[src/source/snd_pkg.sv]
package snd_pkg;

    // host command byte, bit 7 unused
    // 0 stops playback, 1..127 pick a sample block
    typedef logic [7:0] cmd_t;

    // sample ROM byte address, block n at n*256
    typedef logic [14:0] rom_addr_t;

    // raw signed PCM byte as stored in ROM
    typedef logic signed [7:0] pcm_t;

    // effects gain in 4.4 fixed point, 0x10 is unity
    typedef logic [7:0] gain_t;

    // mixer output
    typedef logic signed [15:0] sample_t;

    // playback sequencer
    typedef enum logic [1:0] {
        IDLE,       // nothing playing
        FETCH,      // ROM read in flight
        HOLD,       // byte buffered, waits for the next tick
        WAIT_TICK   // restart fetch, or last byte of block on show
    } seq_state_t;

    // stops the block when read back
    localparam pcm_t PCM_END = 8'sh80;

    // fxlevel 0..3 -> 1/4, 3/8, 1/2, 3/4
    localparam gain_t GAIN_LEVEL [4] = '{8'h04, 8'h06, 8'h08, 8'h0C};

endpackage

[src/source/snd_latch.sv]
module snd_latch import snd_pkg::*; (
    input  logic clk,
    input  logic arst_n,

    // host side
    input  logic req,
    input  cmd_t cmd,
    output logic ack,

    // towards the sequencer
    input  logic take,      // one cycle, frees the latch
    output logic pending,
    output cmd_t cmd_q
);

    logic grab;

    // new command only when the previous one was consumed
    // and the last handshake has fully closed
    assign grab = req && !ack && !pending;

    always_ff @(posedge clk or negedge arst_n) begin
        if (!arst_n) begin
            ack     <= 1'b0;
            pending <= 1'b0;
        end else begin
            // ack phases
            if (!req) begin
                ack <= 1'b0;        // host released req
            end else if (grab) begin
                ack <= 1'b1;
            end

            // take always wins, grab can't happen while pending
            if (take) begin
                pending <= 1'b0;
            end else if (grab) begin
                pending <= 1'b1;
            end
        end
    end

    // command byte itself
    always_ff @(posedge clk) begin
        if (grab) begin
            cmd_q <= cmd;
        end
    end

endmodule

[src/source/snd_timer.sv]
module snd_timer #(
    parameter int SAMPLE_DIV = 64     // clocks per output sample
) (
    input  logic clk,
    input  logic arst_n,
    output logic tick
);

    // counter just wide enough for SAMPLE_DIV-1
    localparam int CW = (SAMPLE_DIV > 1) ? $clog2(SAMPLE_DIV) : 1;
    localparam logic [CW-1:0] RELOAD = CW'(SAMPLE_DIV - 1);

    logic [CW-1:0] cnt;

    always_ff @(posedge clk or negedge arst_n) begin
        if (!arst_n) begin
            cnt  <= RELOAD;
            tick <= 1'b0;
        end else begin
            if (cnt == '0) begin
                cnt  <= RELOAD;     // wrap
                tick <= 1'b1;
            end else begin
                cnt  <= cnt - 1'b1;
                tick <= 1'b0;
            end
        end
    end

endmodule

[src/source/snd_seq.sv]
module snd_seq import snd_pkg::*; (
    input  logic      clk,
    input  logic      arst_n,

    // command latch
    input  logic      pending,
    input  cmd_t      cmd_q,
    output logic      take,

    input  logic      tick,

    // sample ROM
    output logic      rom_cs,
    output rom_addr_t rom_addr,
    input  pcm_t      rom_data,
    input  logic      rom_ok,

    output pcm_t      pcm_q,    // current sample towards the mixer
    output logic      busy
);

    seq_state_t state;
    rom_addr_t  addr;       // next byte to read
    rom_addr_t  base;
    logic       first;      // nothing read yet for this command
    logic       play;
    pcm_t       buf_q;      // fetched byte, shown on the next tick

    assign base = {cmd_q[6:0], 8'h00};
    assign play = cmd_q[6:0] != 7'd0;   // zero means stop

    always_ff @(posedge clk or negedge arst_n) begin
        if (!arst_n) begin
            state    <= IDLE;
            take     <= 1'b0;
            rom_cs   <= 1'b0;
            rom_addr <= '0;
            addr     <= '0;
            first    <= 1'b0;
            pcm_q    <= '0;
            busy     <= 1'b0;
        end else begin
            take <= pending && !take;   // single pulse per command

            if (take) begin
                // new command, cuts whatever is playing
                pcm_q <= '0;
                first <= 1'b1;
                addr  <= base;
                busy  <= play;
                if (rom_cs && !rom_ok) begin
                    state <= FETCH;     // let the open read finish
                end else begin
                    rom_cs <= 1'b0;
                    state  <= play ? WAIT_TICK : IDLE;
                end
            end else begin
                case (state)
                    IDLE: begin
                        rom_cs <= 1'b0;
                    end
                    FETCH: begin
                        if (rom_ok) begin
                            rom_cs <= 1'b0;
                            if (!busy) begin
                                state <= IDLE;      // stopped mid read
                            end else if (first && rom_addr != addr) begin
                                state <= WAIT_TICK; // stale read, relaunch
                            end else begin
                                addr  <= addr + rom_addr_t'(1);
                                first <= 1'b0;
                                state <= HOLD;
                            end
                        end
                        // a tick here is an underrun, pcm_q just repeats
                    end
                    HOLD: begin
                        if (tick) begin
                            if (buf_q == PCM_END) begin
                                pcm_q <= '0;
                                busy  <= 1'b0;
                                state <= IDLE;
                            end else begin
                                pcm_q <= buf_q;
                                if (addr[7:0] == 8'd0) begin
                                    state <= WAIT_TICK; // block used up
                                end else begin
                                    rom_cs   <= 1'b1;
                                    rom_addr <= addr;
                                    state    <= FETCH;
                                end
                            end
                        end
                    end
                    WAIT_TICK: begin
                        if (first) begin
                            rom_cs   <= 1'b1;       // first read of the block
                            rom_addr <= addr;
                            state    <= FETCH;
                        end else if (tick) begin
                            pcm_q <= '0;            // last byte had its slot
                            busy  <= 1'b0;
                            state <= IDLE;
                        end
                    end
                    default: state <= IDLE;
                endcase
            end
        end
    end

    // stale data also lands here but HOLD is never entered with it
    always_ff @(posedge clk) begin
        if (rom_cs && rom_ok) begin
            buf_q <= rom_data;
        end
    end

endmodule

[src/source/snd_mixer.sv]
module snd_mixer import snd_pkg::*; (
    input  logic       clk,
    input  logic       arst_n,

    input  logic       tick,
    input  pcm_t       pcm_q,
    input  logic [1:0] fxlevel,
    input  logic       enable_pcm,
    input  logic       sound_en,

    output sample_t    snd,
    output logic       sample,      // one cycle per new snd value
    output logic       peak
);

    gain_t              sel_gain;
    gain_t              gain_q;
    logic signed [16:0] prod;
    logic signed [12:0] lvl;        // product in pcm units
    logic               clip_hi;
    logic               clip_lo;
    sample_t            sat_val;

    assign sel_gain = enable_pcm ? GAIN_LEVEL[fxlevel] : '0;

    // gain kept unsigned, zero bit in front
    assign prod = pcm_q * $signed({1'b0, gain_q});
    assign lvl  = prod[16:4];       // drop the 4 fraction bits

    // anything past 8 bits won't fit after the <<8
    assign clip_hi = lvl > 13'sd127;
    assign clip_lo = lvl < -13'sd128;

    always_comb begin
        if (clip_hi) begin
            sat_val = 16'sh7fff;
        end else if (clip_lo) begin
            sat_val = 16'sh8000;
        end else begin
            sat_val = {lvl[7:0], 8'h00};
        end
    end

    // gain and pcm_q both move on tick, product used one tick later
    always_ff @(posedge clk or negedge arst_n) begin
        if (!arst_n) begin
            gain_q <= '0;
            snd    <= '0;
            sample <= 1'b0;
            peak   <= 1'b0;
        end else begin
            sample <= tick;
            if (tick) begin
                gain_q <= sel_gain;
                snd    <= sound_en ? sat_val : '0;   // muted board
                peak   <= sound_en && (clip_hi || clip_lo);
            end
        end
    end

endmodule

[src/source/snd_board.sv]
module snd_board import snd_pkg::*; #(
    parameter int SAMPLE_DIV = 64
) (
    input  logic       clk,
    input  logic       arst_n,

    // host command port
    input  logic       req,
    input  cmd_t       cmd,
    output logic       ack,

    // options
    input  logic [1:0] fxlevel,
    input  logic       enable_pcm,
    input  logic       sound_en,

    // sample ROM
    output logic       rom_cs,
    output rom_addr_t  rom_addr,
    input  pcm_t       rom_data,
    input  logic       rom_ok,

    output sample_t    snd,
    output logic       sample,
    output logic       peak,
    output logic       busy
);

    logic pending;
    logic take;
    cmd_t cmd_q;
    logic tick;
    pcm_t pcm_q;

    snd_latch u_latch (
        .clk     ( clk      ),
        .arst_n  ( arst_n   ),
        .req     ( req      ),
        .cmd     ( cmd      ),
        .ack     ( ack      ),
        .take    ( take     ),
        .pending ( pending  ),
        .cmd_q   ( cmd_q    )
    );

    snd_timer #(.SAMPLE_DIV(SAMPLE_DIV)) u_timer (
        .clk     ( clk      ),
        .arst_n  ( arst_n   ),
        .tick    ( tick     )  // paces sequencer and mixer alike
    );

    snd_seq u_seq (
        .clk      ( clk      ),
        .arst_n   ( arst_n   ),
        .pending  ( pending  ),
        .cmd_q    ( cmd_q    ),
        .take     ( take     ),
        .tick     ( tick     ),
        .rom_cs   ( rom_cs   ),
        .rom_addr ( rom_addr ),
        .rom_data ( rom_data ),
        .rom_ok   ( rom_ok   ),
        .pcm_q    ( pcm_q    ),
        .busy     ( busy     )
    );

    snd_mixer u_mixer (
        .clk        ( clk        ),
        .arst_n     ( arst_n     ),
        .tick       ( tick       ),
        .pcm_q      ( pcm_q      ),
        .fxlevel    ( fxlevel    ),
        .enable_pcm ( enable_pcm ),
        .sound_en   ( sound_en   ),
        .snd        ( snd        ),
        .sample     ( sample     ),
        .peak       ( peak       )
    );

endmodule

[config.mk]
export PLATFORM = sky130hd
export DESIGN_NAME = snd_board
export DESIGN_NICKNAME = d
export VERILOG_FILES = /design/src/source/snd_pkg.sv /design/src/source/snd_latch.sv /design/src/source/snd_timer.sv /design/src/source/snd_seq.sv /design/src/source/snd_mixer.sv /design/src/source/snd_board.sv
export SDC_FILE = /design/constraint.sdc
export NUM_CORES = 1
export LEC_CHECK = 0
export ABC_AREA = 1
export BUFFER_PORTS_ARGS = -buffer_cell sky130_fd_sc_hd__buf_2
export CELL_PAD_IN_SITES_DETAIL_PLACEMENT = 0
export CELL_PAD_IN_SITES_GLOBAL_PLACEMENT = 1
export CORE_ASPECT_RATIO = 0.7
export CORE_MARGIN = 8
export CORE_UTILIZATION = 40
export CTS_CLUSTER_DIAMETER = 50
export DETAILED_ROUTE_END_ITERATION = 10
export MAX_ROUTING_LAYER = met4
export PLACE_DENSITY_LB_ADDON = 0.1
export SLEW_MARGIN = 5
export SYNTH_ARGS = -nofsm -noshare
export SYNTH_HDL_FRONTEND = slang
export SYNTH_SLANG_ARGS = --single-unit
[constraint.sdc]
create_clock -name clk -period 3.9 [get_ports clk]
set_input_delay 0.585 -clock clk [delete_from_list [all_inputs] [get_ports clk]]
set_output_delay 0.585 -clock clk [all_outputs]
set_load 0.05 [all_outputs]
# Yosys cells after proc, flatten, opt, wreduce, memory -nomap -nowiden
# Index checks and enable logic that the tools add are counted.
[totals]
regBits = 94
input_bits = 24
out_inout_bits = 36
elab_cells = 135
[op_classes]
add_sub_neg = 2
multipliers = 1
order_cmp = 3
n_eq_ne = 21
n_mux = 59
bitwise = 2
n_reduce_logical = 29
[ops]
columns = ["cell", "count"]
rows = [
  ["2-to-1 mux 15 bit", 9],
  ["2-to-1 mux 8 bit", 8],
  ["2-to-1 mux 16 bit", 3],
  ["case mux 15 bit (2 select lines)", 1],
  ["2-to-1 mux 1 bit", 22],
  ["2-to-1 mux 2 bit", 10],
  ["!= test 3 x 2 -> 1 bit, second input constant", 6],
  ["multiplier 8 x 9 -> 17 bit", 1],
  ["binary-select mux 8 bit (select 2 bit)", 1],
  ["case mux 8 bit (2 select lines)", 1],
  ["adder 15 x 1 -> 15 bit, second input constant", 1],
  ["!= test 15 bit", 1],
  ["> comparator 13 x 8 -> 1 bit, second input constant", 1],
  ["less-than comparator 13 x 8 -> 1 bit, second input constant", 1],
  ["AND reduction 4 bit", 3],
  ["AND reduction 6 bit", 2],
  ["nonzero test 2 bit", 5],
  ["equality test 8 bit, second input constant", 1],
  ["logical NOT 8 bit", 1],
  ["!= test 2 bit, second input constant", 4],
  ["logical AND 1 bit", 7],
  ["nonzero test 7 bit", 1],
  ["logical NOT 6 bit", 1],
  ["2-to-1 mux 6 bit", 1],
  ["18 further kinds", 25],
]

# Depth between registers and ports, before layout
# Gate-level depths: netlist (run 1).
[logic_depth]
depth_word = 7
mapped_depth = 25
mapped_depth_nobuf = 24

# Hierarchy
# Synthesis (run 1) repeated with hierarchy kept, for this count alone.
[hier_totals]
cells_unflattened = 723
hier_area_um2 = 5527.8
[by_module_without_submodules]
columns = ["mod", "instances", "cells_each", "area_per_inst_um2", "seq_area_each_um2"]
rows = [
  ["snd_seq", 1, 381, 2857.7, 1341.3],
  ["snd_mixer", 1, 287, 1998.2, 350.3],
  ["snd_timer", 1, 39, 350.3, 182.7],
  ["snd_latch", 1, 16, 321.6, 290.3],
]

# Worst setup path before layout (run 1)
# OpenSTA, ideal clock, no wires.
[synth_path]
kind = "register to register"
startpoint = "reg u_mixer.gain_q[2]"
endpoint = "reg u_mixer.snd[11]"
setup_ns = 0.126
arrival_time_ns = 3.514
t_required_ns = 3.774
path_slack_ns = 0.260
stages_incl_launch_ff = 20
synth_period_minus_slack_ns = 3.640
path_cell_list = "dfrtp_1 clkbuf_1 nand2_1 inv_1 fa_1 ha_1 fa_1 fa_1 ha_1 or2_1 nand3_1 nand2_1 nand2_1 nand2_1 nand2_1 nand2_1 inv_2 nand2_1 nand2_2 nand3_1"
[synth_between]
elab_chain_len = 5
elab_cells_between_ends = 6
cone_classes = "1 x mul; 2 x order compare; 3 x mux"
[synth_rtl]
columns = ["element", "line_no", "source"]
rows = [
  ["start, declared", "snd_mixer.sv:17", "gain_t gain_q;"],
  ["start signal, assigned", "snd_mixer.sv:54", "gain_q <= sel_gain;"],
  ["multiplier 8 x 9 -> 17 bit *", "snd_mixer.sv:27", "assign prod = pcm_q * $signed({1'b0, gain_q});"],
  ["less-than comparator 13 x 8 -> 1 bit", "snd_mixer.sv:32", "assign clip_lo = lvl < -13'sd128;"],
  ["2-to-1 mux 16 bit", "snd_mixer.sv:37", "end else if (clip_lo) begin"],
  ["2-to-1 mux 16 bit *", "snd_mixer.sv:35", "if (clip_hi) begin"],
  ["2-to-1 mux 16 bit *", "snd_mixer.sv:55", "snd <= sound_en ? sat_val : '0;"],
  ["end signal, assigned", "snd_mixer.sv:55", ""],
  ["end, declared", "snd_mixer.sv:11", "output sample_t snd,"],
]
# Mark *: on every way between the ends. The rest lies on a longest branch, timed or not.
# A chain may end at the register's enable or synchronous reset.

# Worst setup path after layout (run 1)
[layout_path]
startpoint = "reg u_mixer.gain_q[1]"
endpoint = "reg u_mixer.snd[14]"
# The elaborated chain is that of the path after synthesis.

==> results.md, run 1 <==
- At the pin with the least slew margin, the transition time is 550 ps.
- The floorplan step defined a die boundary enclosing 16900 µm².
- In the final layout, flip-flops and latches occupy 2140 µm².
- The number of cells on the worst reg-to-reg path is 16.
- Summing every instance area after synthesis gives 5170 µm².
- The maximum clock insertion buffer count is 2.
- Max-cap violations in this run came to 0.
- At the placement stage, the worst setup path has a slack of 23.5 ps.
- In this run the clock root is driven by a clkbuf_16.
- The kind of end point of the critical path is a register.
- The synthesized area per cell is 8.21 µm².
- The post-route clock period utilization is 0.953.
- The final-report max-slew violation count was 0.
- Across the VDD grid, the largest voltage drop is 315 µV.
- The core region is 12500 µm².
- The worst clock skew is 7.88 ps.
- The number of antenna diodes in the final layout is 0.
- The endpoint identified for the worst register-to-register timing path is u_mixer.snd[14]$_DFFE_PN0P_.
- The type of element launching the critical path is a register.
- The DRC violations left is 0.
- The async set-or-reset flop fraction in the synthesized netlist is 0.817.
- The final setup violation count is 0.
- The wire length of the first global-routing pass is 19700 µm.
- The final critical-path required period is 3720 ps.
- The relative area change from synthesis to final layout is 16.8%.
- The initial core utilization is 0.413.
- The final weighted congestion in routability-driven placement is 0.820.
- The library cells used most frequently in the layout, excluding fill and tap cells, are nand2_1, inv_1, buf_2, dfrtp_1, nand3_1.
- The first detailed-routing pass ran for 5 iterations.
- Dividing the detail-routed via count by the number of cells gives 4.73.
- In the synthesized netlist the dominant register cell turns out to be dfrtp_1.
- The count of routing violations after the opening detailed-route iteration is 276.
- The number of global-route vias before repair was 3978.
- The net count after synthesis is 704.
- At the end of the flow, the number of nets in the layout was 767.
- Synthesis produced a netlist whose cell count is 629.
- In the global route stage, met2 resource usage came out at 0.190.
- Once detail routing completed, the nets flagged for antenna violations numbered 0.
- The static leakage is 0.00332 µW.
- The CTS sink count is 82.
- The number of failing hold endpoints at the final stage came to 0.
- The layer with the highest usage is met1.
- For this design the ratio of total power to cell area is 507 nW/µm².
- The synthesized design contains 15 enable-type register cells.
- After clock tree synthesis, the clock-pin slew on the worst setup and hold paths is 60 ps.
- Of the cells placed in the final design, the portion with a size suffix greater than 1 is 0.191.
- The flow ran to the end, and the final reports show no timing, DRC or antenna violations.
- The latest clock arrival within the worst-skew pair is 340 ps.
- The worst setup margin is 182 ps.
- The highest clock frequency the design can meet is 0.269 GHz.
- For the worst setup path, the data required time is 4120 ps.
- The slack of the worst reg-to-reg path is 180 ps.
- After filler insertion, the fill cell instance count of the layout stands at 1245.
- The total via count after detailed routing is 4060.
- The final layout contains routed wiring with a total length of 11700 µm.
- The number of buffers created by CTS is 9.
- Data on the critical path arrives at its endpoint at 3930 ps.
- For this run, global-route usage on met1 was measured as 0.217.
- The total overflow reported by the global router is 0.
- The initial antenna violation count is 0.
- TritonCTS built the clock tree.
- The launch point of the worst reg-to-reg path is u_mixer.gain_q[1]$_DFFE_PN0P_.
- In the global route stage, met3 resource usage came out at 0.0407.
- 60 I/O pins were placed.
- The synthesized design contains 82 register bits.
- The library cell used most frequently in the layout, excluding fill and tap cells, is nand2_1.
- The post-route worst hold slack is 85.9 ps.
- After synthesis, the netlist uses 41 different library cells.
- Detailed placement ended at an HPWL of 9170 µm.
- The worst slew margin relative to its limit is 0.632.
- Dividing the detail-routed wire length by the instance count gives 13.7 µm.
- The number of warnings issued by yosys is 0.
- The row count is 34.
- Port buffering added 58 buffers.
- The die boundary width is 152 µm.
- Entering global routing, the biggest net connects 37 pins.
- The fraction of the yosys area taken by sequential cells is 0.413.
- The total routing usage reported by global routing is 0.146.
- The category of the critical setup timing path is register to register.
- Measured along the y axis, the die boundary spans 111 µm.
- In this run the worst hold path is classified as primary input to async pin.
- Of all nets on the critical path, the largest fanout is 6.
- The maximum level of the CTS H-tree is 3.
- The multi-input combinational cells in the finished layout cover a total of 2600 µm².
how the worst max path moves through the flow:
stage / start / end / slack, ps / cells after the start
2_1_floorplan: u_mixer.gain_q[2]$_DFFE_PN0P_ / u_mixer.snd[11]$_DFFE_PN0P_ / 260 / 19
3_3_place_gp: u_mixer.gain_q[1]$_DFFE_PN0P_ / u_mixer.snd[12]$_DFFE_PN0P_ / 80 / 19
3_5_place_dp: u_mixer.gain_q[1]$_DFFE_PN0P_ / u_mixer.snd[14]$_DFFE_PN0P_ / 20 / 19
4_1_cts: u_mixer.gain_q[1]$_DFFE_PN0P_ / u_mixer.snd[14]$_DFFE_PN0P_ / 3 / 19
5_1_grt: u_mixer.gain_q[2]$_DFFE_PN0P_ / u_mixer.snd[11]$_DFFE_PN0P_ / -20 / 24
6_report: u_mixer.gain_q[1]$_DFFE_PN0P_ / u_mixer.snd[14]$_DFFE_PN0P_ / 180 / 16
metal layers:
layer / vias up / share of wire
met5: - / 0
met4: 0 / 0.0054
met3: 6 / 0.051
met2: 101 / 0.38
met1: 1840 / 0.56
li1: 2113 / -
critical path, cell delays in order, from the launching register on:
cell and delay, ps:
dfrtp_2 450, nand2_1 80, inv_1 50, fa_1 550, ha_4 220, fa_2 560, ha_1 230, ha_1 360
or2_2 310, nand3_1 110, nand3_1 80, nand2_1 130, nand3_2 100, nand2_2 110, nand2_1 70, nand2_2 110
nand3_1 90
per-stage QoR:
stage | total power (µW) | cell area [µm²] | util | instances | setup TNS, ps
after floorplan | 1960 | 5170 | - | 629 | 0
after global placement | 2170 | 5570 | 0.446 | 837 | 0
after detailed placement | 2180 | 5570 | 0.446 | 837 | 0
after CTS | 3090 | 5890 | 0.471 | 853 | 0
after global routing | 3280 | 6040 | 0.483 | 859 | -41.8
final | 3060 | 6040 | 0.483 | 859 | 0
state kept, by name, summed over array words and instances, names as in the netlist, 2 cells and up:
| signal | cells |
|---|---|
| u_seq.rom_addr | 15 |
| u_mixer.gain_q | 3 |
| u_seq.buf_q | 8 |
| u_latch.cmd_q | 7 |
| u_mixer.snd | 9 |
| u_timer.cnt | 6 |
| u_seq.pcm_q | 8 |
| u_seq.state | 2 |
| u_seq.addr | 15 |
cells in the mapped netlist, types with 6 or more instances:
cell	n	share of area
nand2_1	159	0.12
ha_1	43	0.10
dfstp_2	6	0.031
xor2_1	25	0.042
edfxtp_1	15	0.087
inv_1	101	0.073
nor2_1	42	0.031
a21oi_1	9	0.0087
nand3_1	49	0.047
o21ai_0	24	0.023
dfrtp_1	61	0.30
nand4_1	7	0.0085
nor3_1	8	0.0078
buf_4	7	0.010
o21ai_1	14	0.014
fa_1	8	0.031
cells by family (layout without fill, tap and decap cells):
group,Yosys count,count (layout),synth area share
AOI/OAI and AO/OA,59,59,0.0627
xor gates and xnor gates,29,29,0.0492
adders and majority gates,51,51,0.135
buffers and inverters,123,191,0.104
DFF,82,82,0.413
and+or+nand+nor,285,285,0.236
repair_timing:
action | in CTS | in global routing
setup buffers | 0 | 6
setup endpoints to repair | 4 | 9
resized for setup | 1 | 26
pin swaps | 0 | 9
hold buffers | 0 | 0
area by class of cell:
| type | instances | area share |
|---|---|---|
| Sequential cell | 82 | 0.354 |
| Clock inverter | 6 | 0.0137 |
| Timing Repair Buffer | 72 | 0.0655 |
| Inverter | 103 | 0.0649 |
| Multi-Input combinational cell | 424 | 0.430 |
| Tap cell | 162 | 0.0336 |
| Clock buffer | 10 | 0.0379 |
power by group:
group | total, µW | switching [µW] | internal, µW | leakage (µW)
registers | 1170 | 146 | 1020 | 0.00101
logic | 1000 | 700 | 299 | 0.00216
clock network | 891 | 334 | 557 | 0.000154
total | 3060 | 1180 | 1880 | 0.00332
Note: power is estimated with default switching activity, not from simulation.
==> run 2, diff against run 1 <==
--- a/config.mk
+++ b/config.mk
@@ -11,7 +11,7 @@
 export CELL_PAD_IN_SITES_GLOBAL_PLACEMENT = 1
 export CORE_ASPECT_RATIO = 0.7
 export CORE_MARGIN = 8
-export CORE_UTILIZATION = 40
+export CORE_UTILIZATION = 25
 export CTS_CLUSTER_DIAMETER = 50
 export DETAILED_ROUTE_END_ITERATION = 10
 export MAX_ROUTING_LAYER = met4
@@ -19,4 +19,5 @@
 export SLEW_MARGIN = 5
 export SYNTH_ARGS = -nofsm -noshare
 export SYNTH_HDL_FRONTEND = slang
+export SYNTH_HIERARCHICAL = 1
 export SYNTH_SLANG_ARGS = --single-unit
==> run 2 against run 1 <==
Hold slack improved by 36 ps. Cell area grew 10%. Final cell count up 26%. Flip-flop and latch count stayed put. Clock skew rose by 2.0 ps. Global-route usage fell by 3.1 points. Via count up 13%. Clock-buffer cell count increased by 1. Synthesized area up 6.4%. Critical endpoint is now u_mixer/snd[9]$_DFFE_PN0P_. Largest power group is now combinational logic. Highest routed layer unchanged.
==> results.md, run 2 <==
- The number of buffers added on ports came to 58 (unchanged).
- The latest clock arrival within the worst-skew pair is 330 ps (about the same).
- The worst register-to-register path ends at u_mixer/snd[9]$_DFFE_PN0P_.
- The largest voltage drop on the vdd net is 222 µV (-30%).
- The most common cell after layout, fill and taps aside is nand2_1.
- The row count was 45 (+32%).
- The post-route clock period utilization was 0.955 (+0.00128).
- The final weighted congestion in routability-driven placement is 0.788 (-3.9%).
- The total power per unit cell area is 622 nW/µm² (+23%).
- The initial antenna violation count was 0 (unchanged).
- The DRC violations left is 0 (unchanged).
- The number of ports placed on the die boundary is 60 (unchanged).
- The worst slew margin relative to its limit is 0.425 (-0.207).
- The count of routing violations after the opening detailed-route iteration is 300 (+8.7%).
- The cell sitting at the root of the clock tree is a clkbuf_16.
- The number of diodes added for antenna fixing is 0 (unchanged).
- The number of cells on the worst reg-to-reg path is 18 (+2).
- The maximum clock insertion buffer count came to 2 (unchanged).
- The synthesized instance count is 722 (+15%).
- The routed via count divided by cell count is 4.25 (-10%).
- The static leakage is 0.00351 µW (+5.7%).
- The final critical-path required period came to 3720 ps (+4.99 ps).
- The signal arrival time at the worst endpoint is 3940 ps (about the same).
- The worst setup path is of the register to register kind.
- The synthesized area per cell is 7.61 µm² (-7.3%).
- The share of cells above drive strength 1 is 0.210 (+0.0194).
- The worst endpoint required time is 4120 ps (about the same).
- The CTS clock-pin slew for the worst setup and hold paths is 60 ps (about the same).
- The number of buffers created by CTS is 9 (unchanged).
- Compared with the post-synthesis result, the final layout area differs by 20.9%.
- STA classifies the critical path endpoint as a register.
- The overall die area is 27100 µm² (+60%).
- In the layout the commonest cells are nand2_1, inv_1, dfrtp_1, buf_2, nand3_1.
- The total routing usage reported by global routing is 0.115 (-0.0314).
- The initial core utilization was 0.254 (-0.159).
- The setup TNS is 0 ps (unchanged).
- The post-route worst hold slack is 122 ps (+35.8 ps).
- The maximum level of the CTS H-tree is 3 (unchanged).
- The class of the worst hold path is primary input to async pin.
- The final setup violation count is 0 (unchanged).
- The number of nets with antenna violations after routing is 0 (unchanged).
- The total overflow reported by the global router is 0 (unchanged).
- In the final layout, the registers with the most flip-flops are u_seq/addr (15), u_seq/rom_addr (15), u_mixer/snd (9).
- The die boundary width is 193 µm (+27%).
- The slew at the pin with the worst max-slew slack is 863 ps (+313 ps).
- The number of warnings issued by yosys was 6 (+6).
- The summed instance area of the synthesized netlist is 5500 µm² (+6.4%).
- The detailed-route wire length is 14800 µm (+26%).
- The final-report max-slew violation count was 0 (unchanged).
- The worst register-to-register path begins at u_mixer/gain_q[2]$_DFFE_PN0P_.
- The die span in y is 140 µm (+26%).
- The highest clock frequency the design can meet is 0.269 GHz (-0.13%).
- TritonCTS built the clock tree.
- The total via count after detailed routing is 4594 (+13%).
- The placed wire-length estimate is 11700 µm (+28%).
- The net count after synthesis was 797 (+13%).
- The average detailed-routed wire length per instance was 13.7 µm (+0.39%).
- The number of failing hold endpoints at the final stage is 0 (unchanged).
- The CTS sink count was 82 (unchanged).
- The wire length of the first global-routing pass is 24700 µm (+25%).
- The worst setup path is launched from a register.
- The first-pass iteration count of the detailed router is 7 (+2).
- The maximum fanout encountered on the critical timing path is 6 (unchanged).
- The number of maximum-capacitance violations was 0 (unchanged).
- The maximum number of pins on one net before global-route repair is 41 (+11%).
- The total of hold buffers inserted after clock tree synthesis is 0 (unchanged).
- The area inside the core boundary is 21600 µm² (+73%).
- The number of global-route vias before repair is 4555 (+15%).
- The worst clock skew was 9.88 ps (+2.00 ps).
- The final net count came to 869 (+13%).
- The slack of the worst reg-to-reg path is 180 ps (about the same).
- The run finished with clean final reports.
-- run 2: per-layer routing --
layer | part of all wire | up-vias | wire length (µm) | GRT usage
met5 | 0 | - | 0 | -
met4 | 0.0042 | 0 | 63 | 0.0162
met3 | 0.043 | 5 | 633 | 0.0249
met2 | 0.37 | 93 | 5420 | 0.147
met1 | 0.59 | 2097 | 8710 | 0.180
li1 | - | 2399 | - | -
-- run 2: layout make-up --
class                      count  area [µm²]
inverter                     112         420
timing repair buffer          81         467
sequential                    82        2140
clock inverter                 5        60.1
clock buffer                  11         254
fill                        2379       15000
multi-input combinational    508        2960
tap                          282         353
-- run 2: power by group --
group          internal (µW)  total (µW)  switching, µW
Clock                    538         897            359
Combinational            699        1950           1260
Sequential              1060        1280            222
-- run 2: worst max-delay path, stage by stage, from the launching register on --
cell     delay (ps)
dfrtp_2         460
nand2_1          80
inv_1            50
fa_1            550
ha_4            220
fa_2            390
fa_2            560
ha_4            230
or2_4           250
nand3_2          90
nand2_1          50
nand2_1          70
nand2_2          50
nor2_1          100
nand4_1         170
nand2_2         130
nand2_1          60
nand2_1          60
nand2_1          50
-- run 2: repair_timing --
action | 4_1_cts | 5_1_grt
endpoints found under the hold margin | 0 | 0
setup buffers | 0 | 1
resized for setup | 3 | 26
pin swaps | 0 | 10
setup endpoints to repair | 9 | 10
-- run 2: how the worst max path moves through the flow --
| stage | from | to | cells after the start |
|---|---|---|---|
| 2_1_floorplan | u_seq/pcm_q[7]$_DFFE_PN0P_ | u_mixer/peak$_DFFE_PN0P_ | 16 |
| 3_3_place_gp | u_mixer/gain_q[2]$_DFFE_PN0P_ | u_mixer/snd[11]$_DFFE_PN0P_ | 16 |
| 3_5_place_dp | u_mixer/gain_q[2]$_DFFE_PN0P_ | u_mixer/snd[13]$_DFFE_PN0P_ | 16 |
| 4_1_cts | u_mixer/gain_q[1]$_DFFE_PN0P_ | u_mixer/snd[9]$_DFFE_PN0P_ | 23 |
| 5_1_grt | u_mixer/gain_q[2]$_DFFE_PN0P_ | u_mixer/snd[9]$_DFFE_PN0P_ | 19 |
| 6_report | u_mixer/gain_q[2]$_DFFE_PN0P_ | u_mixer/snd[9]$_DFFE_PN0P_ | 18 |
-- run 2: through the flow --
stage	utilization	instances	area [µm²]	total power (µW)	setup slack, ps
after CTS	0.302	1080	6520	4100	11.0
after detailed placement	0.286	1064	6190	3130	-38.4
final	0.307	1081	6650	4140	177
after floorplan	-	722	5500	2580	213
after global routing	0.307	1081	6650	4530	-5.62
after global placement	0.286	1064	6190	3130	-24.8
==> run 3, diff against run 2 <==
--- a/config.mk
+++ b/config.mk
@@ -15,7 +15,7 @@
 export CTS_CLUSTER_DIAMETER = 50
 export DETAILED_ROUTE_END_ITERATION = 10
 export MAX_ROUTING_LAYER = met4
-export PLACE_DENSITY_LB_ADDON = 0.1
+export PLACE_DENSITY_LB_ADDON = 0.08
 export SLEW_MARGIN = 5
 export SYNTH_ARGS = -nofsm -noshare
 export SYNTH_HDL_FRONTEND = slang
==> run 3 against run 2 <==
Worst setup slack better by 10 ps. Clock power down 6.9%. Hold slack better by 260 ps. Fmax up 0.28%. Sequential power about the same. Critical path type unchanged. Largest cell class unchanged.
==> results.md, run 3 (same netlist as run 2, synthesis figures left out) <==
- The flow ran to the end, and the final reports show no timing, DRC or antenna violations.
- The row count came to 45 (unchanged).
- The maximum level of the CTS H-tree was 3 (unchanged).
- The logic gate share of total power is 0.481 (+0.008).
- The overall die area is 27100 µm² (unchanged).
- The initial core utilization is 0.254 (unchanged).
- The setup TNS is 0 ps (unchanged).
- The initial antenna violation count was 0 (unchanged).
- The number of nets with antenna violations after routing came to 0 (unchanged).
- The total routing usage reported by global routing is 0.118 (+0.00285).
- The number of buffers created by CTS is 9 (unchanged).
- The library cells used most frequently in the layout, excluding fill and tap cells, are nand2_1, inv_1, dfrtp_1, buf_2, nand3_1.
- The total overflow reported by the global router came to 0 (unchanged).
- TritonCTS built the clock tree.
- The total power per unit cell area is 623 nW/µm² (+0.17%).
- The count of routing violations after the opening detailed-route iteration is 294 (-2.0%).
- The final setup violation count came to 0 (unchanged).
- The CTS sink count is 82 (unchanged).
- The wire length of the first global-routing pass was 24800 µm (+0.36%).
- The final critical-path required period is 3710 ps (-10.4 ps).
- The DRC violations left was 0 (unchanged).
- The total of hold buffers inserted after clock tree synthesis came to 0 (unchanged).
- The signal arrival time at the worst endpoint is 3940 ps (about the same).
- Setup repair after global routing left no endpoint under its margin.
- The detailed-route wire length is 15000 µm (+1.1%).
- The average detailed-routed wire length per instance is 13.9 µm (+1.6%).
- The power share of the clock group was 0.204 (-0.013).
- The number of maximum-capacitance violations is 0 (unchanged).
- The cell that appears most often on the critical path is nand2_1.
- The first-pass iteration count of the detailed router is 4 (-3).
- The static leakage is 0.00345 µW (-1.5%).
- The worst clock skew came to 7.13 ps (-2.75 ps).
- The internal power of the cells is 2250 µW (-2.2%).
- The latest clock arrival within the worst-skew pair is 340 ps (about the same).
- The worst setup path is captured at a register.
- The final net count is 864 (-0.58%).
- The slowest stage of the critical path belongs to the cell fa_1.
- The maximum fanout encountered on the critical timing path was 7 (+1).
- In the final layout, the registers with the most flip-flops are u_seq/addr (15), u_seq/rom_addr (15), u_mixer/snd (9).
- The final weighted congestion in routability-driven placement is 0.804 (+2.1%).
- The worst slew margin relative to its limit is 0.386 (-0.0392).
- The most common cell after layout, fill and taps aside is nand2_1.
- The net load switching power is 1850 µW (+0.90%).
- The switching power share of the total is 0.452 (+0.00768).
- The sequential power share is 0.315 (+0.005).
- The placed wire-length estimate is 11700 µm (+0.35%).
- The worst endpoint required time is 4130 ps (about the same).
- The slew at the pin with the worst max-slew slack is 921 ps (+58.8 ps).
- The die boundary width is 193 µm (unchanged).
- The number of global-route vias before repair is 4529 (-0.57%).
- The routed via count divided by cell count is 4.26 (+0.22%).
- The multi-input combinational cell area is 2950 µm² (about the same).
- From synthesis to final layout, the design area changed by 19.7%.
- The largest voltage drop on the vdd net is 248 µV (+12%).
- The CTS clock-pin slew for the worst setup and hold paths is 60 ps (about the same).
- The maximum clock insertion buffer count was 2 (unchanged).
- The die span in y is 140 µm (unchanged).
- The number of buffers added on ports is 58 (unchanged).
- The number of diodes added for antenna fixing was 0 (unchanged).
- The largest incremental delay on the critical path came to 510 ps (-50 ps).
- The area inside the core boundary was 21600 µm² (unchanged).
- The number of ports placed on the die boundary is 60 (unchanged).
- The number of fillers in the final layout is 2345 (-1.4%).
- The number of failing hold endpoints at the final stage is 0 (unchanged).
- The post-route clock period utilization is 0.952 (-0.00267).
- The maximum number of pins on one net before global-route repair is 68 (+66%).
- Traced cell by cell, the critical path runs through nand2_2 > inv_1 > fa_1 > ha_4 > fa_2 > ha_1 > ha_4 > or2_4 > nand3_2 > nand2_1 > nand2_1 > nand2_2 > nor2_1 > nand4_1 > nand2_2 > nand2_1 > nand2_1 > nand2_1.
- The category of the critical setup timing path is register to register.
- The class of the worst hold path is primary input to async pin.
- The final-report max-slew violation count is 0 (unchanged).
- The share of cells above drive strength 1 was 0.202 (-0.00875).
- The post-route worst hold slack came to 382 ps (+260 ps).
- The type of element launching the critical path is a register.
- The total via count after detailed routing is 4583 (-0.24%).
- The highest clock frequency the design can meet is 0.269 GHz (+0.28%).
- The area used by sequential logic in the layout is 2140 µm² (unchanged).
- In this run the clock root is driven by a clkbuf_16.
==> run 3: cell count changes in the layout (fill, tap and decap cells not counted), sizes merged <==
| cell | previous run | this run |
|---|---|---|
| inv | 113 | 112 |
| buf | 81 | 76 |
| clkbuf | 11 | 10 |
| clkinv | 2 | 3 |
| clkinvlp | 1 | 2 |
==> run 3: power by group through the flow <==
stage	clock (µW)	combinational, µW	sequential, µW
global route	911	2240	1330
CTS	875	1850	1290
floorplan	0	1190	1390
global placement	0	1840	1300
detailed placement	0	1820	1310
finish	835	1970	1290
==> run 3: critical path, delay by kind of cell, from the launching register on <==
kind          cells  cell delay [ps]
fa+ha+maj         5             1880
buf+inv           1               50
flops             1              470
simple gates     12             1220
==> run 3: metal layers <==
metal | global-route usage | wire (µm) | part of all wire | up-vias
li1 | - | - | - | 2398
met1 | 0.191 | 9160 | 0.61 | 2082
met2 | 0.136 | 5050 | 0.34 | 96
met3 | 0.0270 | 697 | 0.047 | 7
met4 | 0.0271 | 85 | 0.0057 | 0
met5 | - | 0 | 0 | -
==> run 3: repair_timing <==
action / 4_1_cts / 5_1_grt
pin swaps: 0 / 15
buffers inserted: 0 / 3
endpoints found under the setup margin: 9 / 9
gates resized for setup: 4 / 25
==> run 3: metrics by stage <==
stage	utilization	total power (µW)	worst slack [ps]	instance area (µm²)	std cells
floorplan	-	2580	213	5500	722
CTS	0.298	4020	7.27	6440	1073
finish	0.304	4100	188	6580	1076
detailed placement	0.284	3130	-53.5	6140	1057
global route	0.304	4480	6.99	6580	1076
global placement	0.284	3140	-34.0	6140	1057
==> run 3: worst paths after layout <==
check,startpoint,endpoint,slack [ps],cells past startpoint
min,arst_n,u_seq/rom_addr[12]$_DFFE_PN0P_,380,1
min reg2reg,u_timer/cnt[0]$_DFF_PN1_,u_timer/cnt[0]$_DFF_PN1_,450,1
max in group asynchronous,arst_n,u_mixer/gain_q[2]$_DFFE_PN0P_,2860,1
max reg2reg,u_mixer/gain_q[2]$_DFFE_PN0P_,u_mixer/snd[8]$_DFFE_PN0P_,190,18
max,u_mixer/gain_q[2]$_DFFE_PN0P_,u_mixer/snd[8]$_DFFE_PN0P_,190,18
min in group clk,rom_data[7],u_seq/buf_q[7]$_DFFE_PP_,420,1
==> run 3: final cells by class <==
cell class                      instances  share of cell area
Multi-Input combinational cell        508               0.449
Timing Repair Buffer                   76              0.0656
Tap cell                              282              0.0536
Sequential cell                        82               0.325
Clock buffer                           10              0.0348
Clock inverter                          6             0.00875
Inverter                              112              0.0639
